File: config.mk
export PLATFORM = sky130hd
export DESIGN_NAME = int_exec_top
export DESIGN_NICKNAME = d
export VERILOG_FILES = /design/src/hdl/int_pkg.sv /design/src/hdl/bit_counter.sv /design/src/hdl/int_unit.sv /design/src/hdl/int_rs.sv /design/src/hdl/int_wb.sv /design/src/hdl/int_exec_top.sv
export SDC_FILE = /design/constraint.sdc
export NUM_CORES = 1
export LEC_CHECK = 0
export BUFFER_PORTS_ARGS = -buffer_cell sky130_fd_sc_hd__buf_2
export CAP_MARGIN = 20
export CORE_ASPECT_RATIO = 0.6
export CORE_MARGIN = 2
export CORE_UTILIZATION = 45
export CTS_CLUSTER_DIAMETER = 200
export DETAILED_ROUTE_END_ITERATION = 12
export HOLD_SLACK_MARGIN = 0.06
export PLACE_DENSITY_LB_ADDON = 0.25
export SLEW_MARGIN = 20
export SYNTH_ARGS = -nofsm -noshare
export SYNTH_HDL_FRONTEND = slang
export SYNTH_SLANG_ARGS = --single-unit
File: constraint.sdc
create_clock -name clk -period 25.5 [get_ports clk]
set_clock_uncertainty 0.05 [all_clocks]
set_input_delay 3.825 -clock clk [delete_from_list [all_inputs] [get_ports clk]]
set_output_delay 3.825 -clock clk [all_outputs]
set_load 0.01 [all_outputs]
File: src/hdl/int_pkg.sv
`default_nettype none

package int_pkg;

  // operand and result width
  parameter int data_width = 32;

  // exception word
  parameter int exc_width = 8;
  // overflow request on input, overflow report on output
  parameter int exc_pos_ov = 2;

  // one tag per station slot, sized for four slots
  parameter int slot_tag_width = 2;

  typedef enum logic [3:0] {
    nop,
    add,
    sub,
    slt,
    sltu,
    and_op,
    nor_op,
    or_op,
    xor_op,
    sll,
    sra,
    srl,
    clz,
    clo,
    movz,
    movn
  } opgen_e;

  // decoded instruction with resolved operands
  typedef struct packed {
    opgen_e                 opgen;
    logic [exc_width-1:0]   exc_type;
    logic [data_width-1:0]  operand_1;
    logic [data_width-1:0]  operand_2;
  } dispatch_s;

  // station entry on its way to the unit
  typedef struct packed {
    logic [slot_tag_width-1:0] slot;
    dispatch_s                 op;
  } issue_s;

  // unit output, tagged with the slot it came from
  typedef struct packed {
    logic [slot_tag_width-1:0] slot;
    logic                      write_en;
    logic [exc_width-1:0]      exc_type;
    logic [data_width-1:0]     result;
  } result_s;

endpackage

`default_nettype wire

File: src/hdl/bit_counter.sv
`timescale 1ns/1ps
`default_nettype none

module bit_counter import int_pkg::*; (
  input  wire opgen_e                opgen,
  input  wire [data_width-1:0]       operand,
  output logic [data_width-1:0]      count
);

  logic [data_width-1:0] scan;

  // clo is clz of the inverted word
  assign scan = (opgen == clo) ? ~operand : operand;

  always_comb begin
    logic found;
    found = 1'b0;
    count = '0;
    // msb first, stop at the first set bit
    for (int i = data_width - 1; i >= 0; i--) begin
      if (!found) begin
        if (scan[i]) begin
          found = 1'b1;
        end else begin
          count = count + 1'b1;
        end
      end
    end
  end

endmodule

`default_nettype wire

File: src/hdl/int_unit.sv
`timescale 1ns/1ps
`default_nettype none

module int_unit import int_pkg::*; (
  input  wire issue_s  issue,
  output result_s      result
);

  logic [data_width-1:0] opr_1;
  logic [data_width-1:0] opr_2;
  logic [data_width-1:0] opr_2_mux;
  logic [data_width-1:0] sum;
  logic [data_width-1:0] count;
  logic                  carry_in;
  logic                  negate;
  logic                  overflow;
  logic                  signed_lt;
  logic                  unsigned_lt;
  logic [4:0]            shamt;

  assign opr_1 = issue.op.operand_1;
  assign opr_2 = issue.op.operand_2;
  assign shamt = opr_1[4:0];

  // subtract as op1 + ~op2 + 1
  assign negate    = (issue.op.opgen == sub) || (issue.op.opgen == slt);
  assign opr_2_mux = negate ? ~opr_2 : opr_2;
  assign carry_in  = negate;
  assign sum       = opr_1 + opr_2_mux + {{(data_width-1){1'b0}}, carry_in};

  // same-sign inputs with a sign flip in the sum
  assign overflow = (opr_1[data_width-1] == opr_2_mux[data_width-1]) &&
                    (sum[data_width-1] != opr_1[data_width-1]);

  // sign of the true difference
  assign signed_lt   = sum[data_width-1] ^ overflow;
  assign unsigned_lt = opr_1 < opr_2;

  bit_counter i_bit_counter (
    .opgen   (issue.op.opgen),
    .operand (opr_1),
    .count   (count)
  );

  assign result.slot = issue.slot;

  always_comb begin
    result.exc_type = issue.op.exc_type;
    // overflow only reported when requested
    result.exc_type[exc_pos_ov] = issue.op.exc_type[exc_pos_ov] & overflow;
  end

  always_comb begin
    case (issue.op.opgen)
      nop:     result.write_en = 1'b0;
      movz:    result.write_en = ~|opr_2;
      movn:    result.write_en = |opr_2;
      default: result.write_en = 1'b1;
    endcase
  end

  always_comb begin
    case (issue.op.opgen)
      add, sub:   result.result = sum;
      slt:        result.result = {{(data_width-1){1'b0}}, signed_lt};
      sltu:       result.result = {{(data_width-1){1'b0}}, unsigned_lt};
      and_op:     result.result = opr_1 & opr_2;
      nor_op:     result.result = ~(opr_1 | opr_2);
      or_op:      result.result = opr_1 | opr_2;
      xor_op:     result.result = opr_1 ^ opr_2;
      sll:        result.result = opr_2 << shamt;
      sra:        result.result = $unsigned($signed(opr_2) >>> shamt);
      srl:        result.result = opr_2 >> shamt;
      clz, clo:   result.result = count;
      movz, movn: result.result = opr_1;
      default:    result.result = '0;
    endcase
  end

endmodule

`default_nettype wire

File: src/hdl/int_rs.sv
`timescale 1ns/1ps
`default_nettype none

module int_rs import int_pkg::*; #(
  parameter int rs_slots = 4
) (
  input  wire                       clk,
  input  wire                       arst_n,
  input  wire                       dispatch_valid,
  input  wire dispatch_s            dispatch,
  output logic                      dispatch_ready,
  output logic                      issue_valid,
  output issue_s                    issue,
  input  wire                       issue_ready,
  input  wire                       release_valid,
  input  wire [slot_tag_width-1:0]  release_slot
);

  localparam logic [slot_tag_width-1:0] last_slot = slot_tag_width'(rs_slots - 1);

  dispatch_s                 entry_q [rs_slots];
  // busy from allocation until release
  logic [rs_slots-1:0]       busy_q;
  // allocated but not yet issued
  logic [rs_slots-1:0]       pending_q;
  logic [slot_tag_width-1:0] alloc_ptr_q;
  logic [slot_tag_width-1:0] issue_ptr_q;
  logic                      do_alloc;
  logic                      do_issue;

  function automatic logic [slot_tag_width-1:0] next_ptr(
    input logic [slot_tag_width-1:0] ptr
  );
    if (ptr == last_slot) begin
      return '0;
    end
    return ptr + 1'b1;
  endfunction

  // slots fill and free in order, so a busy alloc slot means all are busy
  assign dispatch_ready = !busy_q[alloc_ptr_q];
  assign do_alloc       = dispatch_valid && dispatch_ready;

  assign issue_valid = pending_q[issue_ptr_q];
  assign do_issue    = issue_valid && issue_ready;
  assign issue       = '{slot: issue_ptr_q, op: entry_q[issue_ptr_q]};

  always_ff @(posedge clk or negedge arst_n) begin
    if (!arst_n) begin
      busy_q      <= '0;
      pending_q   <= '0;
      alloc_ptr_q <= '0;
      issue_ptr_q <= '0;
    end else begin
      if (do_alloc) begin
        busy_q[alloc_ptr_q]    <= 1'b1;
        pending_q[alloc_ptr_q] <= 1'b1;
        alloc_ptr_q            <= next_ptr(alloc_ptr_q);
      end
      if (do_issue) begin
        pending_q[issue_ptr_q] <= 1'b0;
        issue_ptr_q            <= next_ptr(issue_ptr_q);
      end
      // freed slot is never the one being allocated
      if (release_valid) begin
        busy_q[release_slot] <= 1'b0;
      end
    end
  end

  always_ff @(posedge clk) begin
    if (do_alloc) begin
      entry_q[alloc_ptr_q] <= dispatch;
    end
  end

endmodule

`default_nettype wire

File: src/hdl/int_wb.sv
`timescale 1ns/1ps
`default_nettype none

module int_wb import int_pkg::*; (
  input  wire                        clk,
  input  wire                        arst_n,
  input  wire result_s               in_result,
  input  wire                        issue_valid,
  output logic                       issue_ready,
  output logic                       result_valid,
  output result_s                    result,
  input  wire                        result_ready,
  output logic                       release_valid,
  output logic [slot_tag_width-1:0]  release_slot
);

  logic    held_q;
  result_s held_result_q;

  // take a new result when empty or draining this cycle
  assign issue_ready = !held_q || result_ready;

  assign result_valid = held_q;
  assign result       = held_result_q;

  // hand the slot back as the result leaves
  assign release_valid = held_q && result_ready;
  assign release_slot  = held_result_q.slot;

  always_ff @(posedge clk or negedge arst_n) begin
    if (!arst_n) begin
      held_q <= 1'b0;
    end else if (issue_valid && issue_ready) begin
      held_q <= 1'b1;
    end else if (result_ready) begin
      held_q <= 1'b0;
    end
  end

  always_ff @(posedge clk) begin
    if (issue_valid && issue_ready) begin
      held_result_q <= in_result;
    end
  end

endmodule

`default_nettype wire

File: src/hdl/int_exec_top.sv
`timescale 1ns/1ps
`default_nettype none

module int_exec_top import int_pkg::*; #(
  parameter int rs_slots = 4
) (
  input  wire             clk,
  input  wire             arst_n,
  input  wire             dispatch_valid,
  input  wire dispatch_s  dispatch,
  output logic            dispatch_ready,
  output logic            result_valid,
  output result_s         result,
  input  wire             result_ready
);

  logic                      issue_valid;
  logic                      issue_ready;
  issue_s                    issue;
  result_s                   unit_result;
  logic                      release_valid;
  logic [slot_tag_width-1:0] release_slot;

  int_rs #(
    .rs_slots (rs_slots)
  ) i_int_rs (
    .clk            (clk),
    .arst_n         (arst_n),
    .dispatch_valid (dispatch_valid),
    .dispatch       (dispatch),
    .dispatch_ready (dispatch_ready),
    .issue_valid    (issue_valid),
    .issue          (issue),
    .issue_ready    (issue_ready),
    .release_valid  (release_valid),
    .release_slot   (release_slot)
  );

  // combinational between station and writeback
  int_unit i_int_unit (
    .issue  (issue),
    .result (unit_result)
  );

  int_wb i_int_wb (
    .clk           (clk),
    .arst_n        (arst_n),
    .in_result     (unit_result),
    .issue_valid   (issue_valid),
    .issue_ready   (issue_ready),
    .result_valid  (result_valid),
    .result        (result),
    .result_ready  (result_ready),
    .release_valid (release_valid),
    .release_slot  (release_slot)
  );

endmodule

`default_nettype wire

==> key figures <==
STA
  – Final min period: 22.45 ns
  – Slew Viols, Final: 0
  – Setup violators final: 0
  – Tightest Pin Transition: 1.070 ns
  – Setup_tns: 0 ns
  – RSZ-0062 raised after global routing: false
  – Hold slack: 0.4468 ns
  – Tcrit/Tclk final: 0.8803
  – Fmax: 44.55 MHz
  – Final setup margin: 3.051 ns
  – Slew HR: 0.2799
  – Final Hold Viols: 0

CTS
  – Hold-fix buffers, CTS: 0
  – Postcts setup bufs: 0
  – H-tree levels: 2
  – CTS tree: yes
  – CTS root buffer: clkbuf_16
  – Inserted Clock Buffers: 35
  – Clock Latency Late Sink: 0.59 ns
  – CTS resizes: 0
  – Clock Tree Buf Depth: 3
  – Reg clk slew, reported paths: 0.07 ns
  – Clock tree sinks: 360

Detailed routing
  – Drt wl/cell: 25.63 um
  – Total detailed-routing wirelength: 86300 um
  – DRC viols: 0
  – Via density per instance: 6.200
  – Iteration-0 DRC Markers: 2790
  – Routed Antenna Nets: 0
  – DR vias: 20.88k
  – DR pass1 iterations: 6

Worst setup path
  – Crit-path slowest cell: nand4b_2
  – Crit path to: i_int_wb.result[7]
  – Crit path top cell by count: ha_1
  – Critical-path maximum fanout: 65
  – CP required: 25.79 ns
  – Critical Path Max Stage Delay: 0.76 ns
  – Reg-to-Reg Start: i_int_rs.issue_ptr_q[0]
  – CP bufs+invs: 4
  – Worst reg2reg endpoint: i_int_wb.result[7]
  – Crit-path leading delay family: adder cells
  – R2R depth: 93
  – Critical path data arrival time: 22.74 ns
  – Critical path class: reg -> reg
  – Startpoint types: flop
  – Reg2Reg Setup Slack: 3.05 ns
  – Critical Path End Type: flop
  – Crit. Startpoint: i_int_rs.issue_ptr_q[0]
  – Levels on crit path: 93

Status
  – Status: complete, no violations

Worst hold path
  – Hold Path Origin: i_int_rs.busy_q[1]
  – HP Class: reg -> reg

Logic synthesis
  – Synth Register Bits: 360
  – Top FF cell, synth: edfxtp_1
  – Top cells by area, synth: edfxtp_1 (41%), ha_1 (7.9%), mux4_2 (6.5%)
  – Cells after Synth: 2524
  – Synthesis warning total: 0
  – Register area share after synthesis: 0.4186
  – Post-synth EDFFs: 347
  – Area leader, netlist: edfxtp_1
  – Ys async rst share: 0.03611
  – Post-Syn Area: 25670 um2
  – Syn avg cell area: 10.17 um2
  – Unique masters post-synth: 95
  – Synth top area share: 0.4059
  – Syn Nets: 2768

Die
  – Die Height: 189 um
  – I/O Pins: 125
  – Die ar.: 59030 um2
  – Core area: 56080 um2
  – Die width: 312.3 um
  – Initial core utilization: 0.4577
  – Num rows: 67

Layout
  – Area Overhead vs Synth: 9.676%
  – NumNets Final: 2825
  – Commonest cells after routing, fill and taps aside: edfxtp_1 (347), nor2_1 (275), nand2_1 (226)
  – Most common library cell in the layout ignoring fill and taps: edfxtp_1
  – Layout cells sized above 1: 0.1378
  – Core Util, Final: 0.5020

Placed design
  – Pre-CTS setup slack: 3.328 ns
  – Buffers on Ports: 124
  – GP Congestion: 0.9956
  – DP HPWL: 64340 um

Global route
  – Pin count of the biggest net entering global routing: 66
  – Initial antenna violation count: 5
  – Number of global-route vias before repair: 19.50k
  – First-pass GRT wire length: 128100 um
  – Gr usage total: 0.2882
  – Total grt overflow: 0

Run
  – MaxCap Viol Count: 0
-- per-layer routing --
metal,share of wire,GRT usage,up-vias,routed length (um)
met5,0.00024,0,-,21
met1,0.48,0.4592,10290,41560
met4,0.018,0.05899,4,1556
li1,-,-,9549,-
met2,0.40,0.3890,951,34210
met3,0.10,0.07065,83,8948
-- synth_stat cells (12+ instances only) --
cell	instances
and3_1	28
a222oi_1	24
o211ai_1	27
dfrtp_1	13
o21bai_1	16
and2_1	22
a31oi_1	21
nand2_1	226
mux2_2	23
ha_1	163
o31ai_1	20
inv_1	119
a221oi_1	19
nor2_1	276
xnor2_1	108
o21a_1	15
xor2_1	47
nand4_1	15
mux4_2	74
o22ai_1	12
a211oi_1	37
or3_1	14
nor3_1	60
o311ai_0	13
nor2b_1	17
a21oi_1	163
nand3_1	51
nand2b_1	20
nor4_1	22
mux2i_1	55
edfxtp_1	347
o21ai_0	156
buf_1	23
clkbuf_1	98
a21o_1	16
-- metrics by stage --
stage | cell area, um2 | std cells
after floorplan | 25670 | 2524
after global placement | 27010 | 3303
after detailed placement | 27010 | 3303
after CTS | 28150 | 3365
after global routing | 28150 | 3365
final | 28150 | 3367
-- cell type report --
| type | instances | area [um2] |
|---|---|---|
| repair buffers | 157 | 880.8 |
| inverters | 123 | 461.7 |
| multi-input cells | 1904 | 13960 |
| diodes | 2 | 5.005 |
| clock buffers | 42 | 902.1 |
| fillers | 5044 | 27930 |
| well taps | 759 | 949.7 |
| clock inverters | 20 | 236.5 |
| flip-flops and latches | 360 | 10750 |
-- how the worst min path moves through the flow --
stage / endpoint / slack, ns / cells after the start
floorplan: i_int_rs.busy_q[3] / 0.40 / 1
global placement: i_int_rs.busy_q[1] / 0.42 / 1
detailed placement: i_int_rs.busy_q[1] / 0.43 / 1
CTS: i_int_rs.busy_q[1] / 0.44 / 1
global route: i_int_rs.busy_q[1] / 0.48 / 1
finish: i_int_rs.busy_q[1] / 0.45 / 1
-- registers in the layout, summed over array words and instances (netlist names) --
signal and flops:
i_int_wb.result 41, i_int_wb.release_slot 2, i_int_rs.alloc_ptr_q 2, i_int_wb.result_valid 1
i_int_rs.entry_q 304, i_int_rs.busy_q 4, i_int_rs.issue_ptr_q 2, i_int_rs.pending_q 4
-- cells by family (layout without fill, tap and decap cells) --
kind of cell	count (synthesis)	count (layout)	synth area share
AO/OA/AOI/OAI	621	621	0.1558
other	0	2	0
AND/OR/NAND/NOR	796	796	0.1438
adder cells (fa/ha/maj)	165	165	0.08062
flip-flops	360	360	0.4186
buffers and inverters	260	342	0.03973
multiplexers	154	154	0.09749
XOR/XNOR	168	168	0.06395
Power is left out: the tool's default activity adds up to more than one toggle a clock period on the data nets, which glitch-free logic cannot reach.
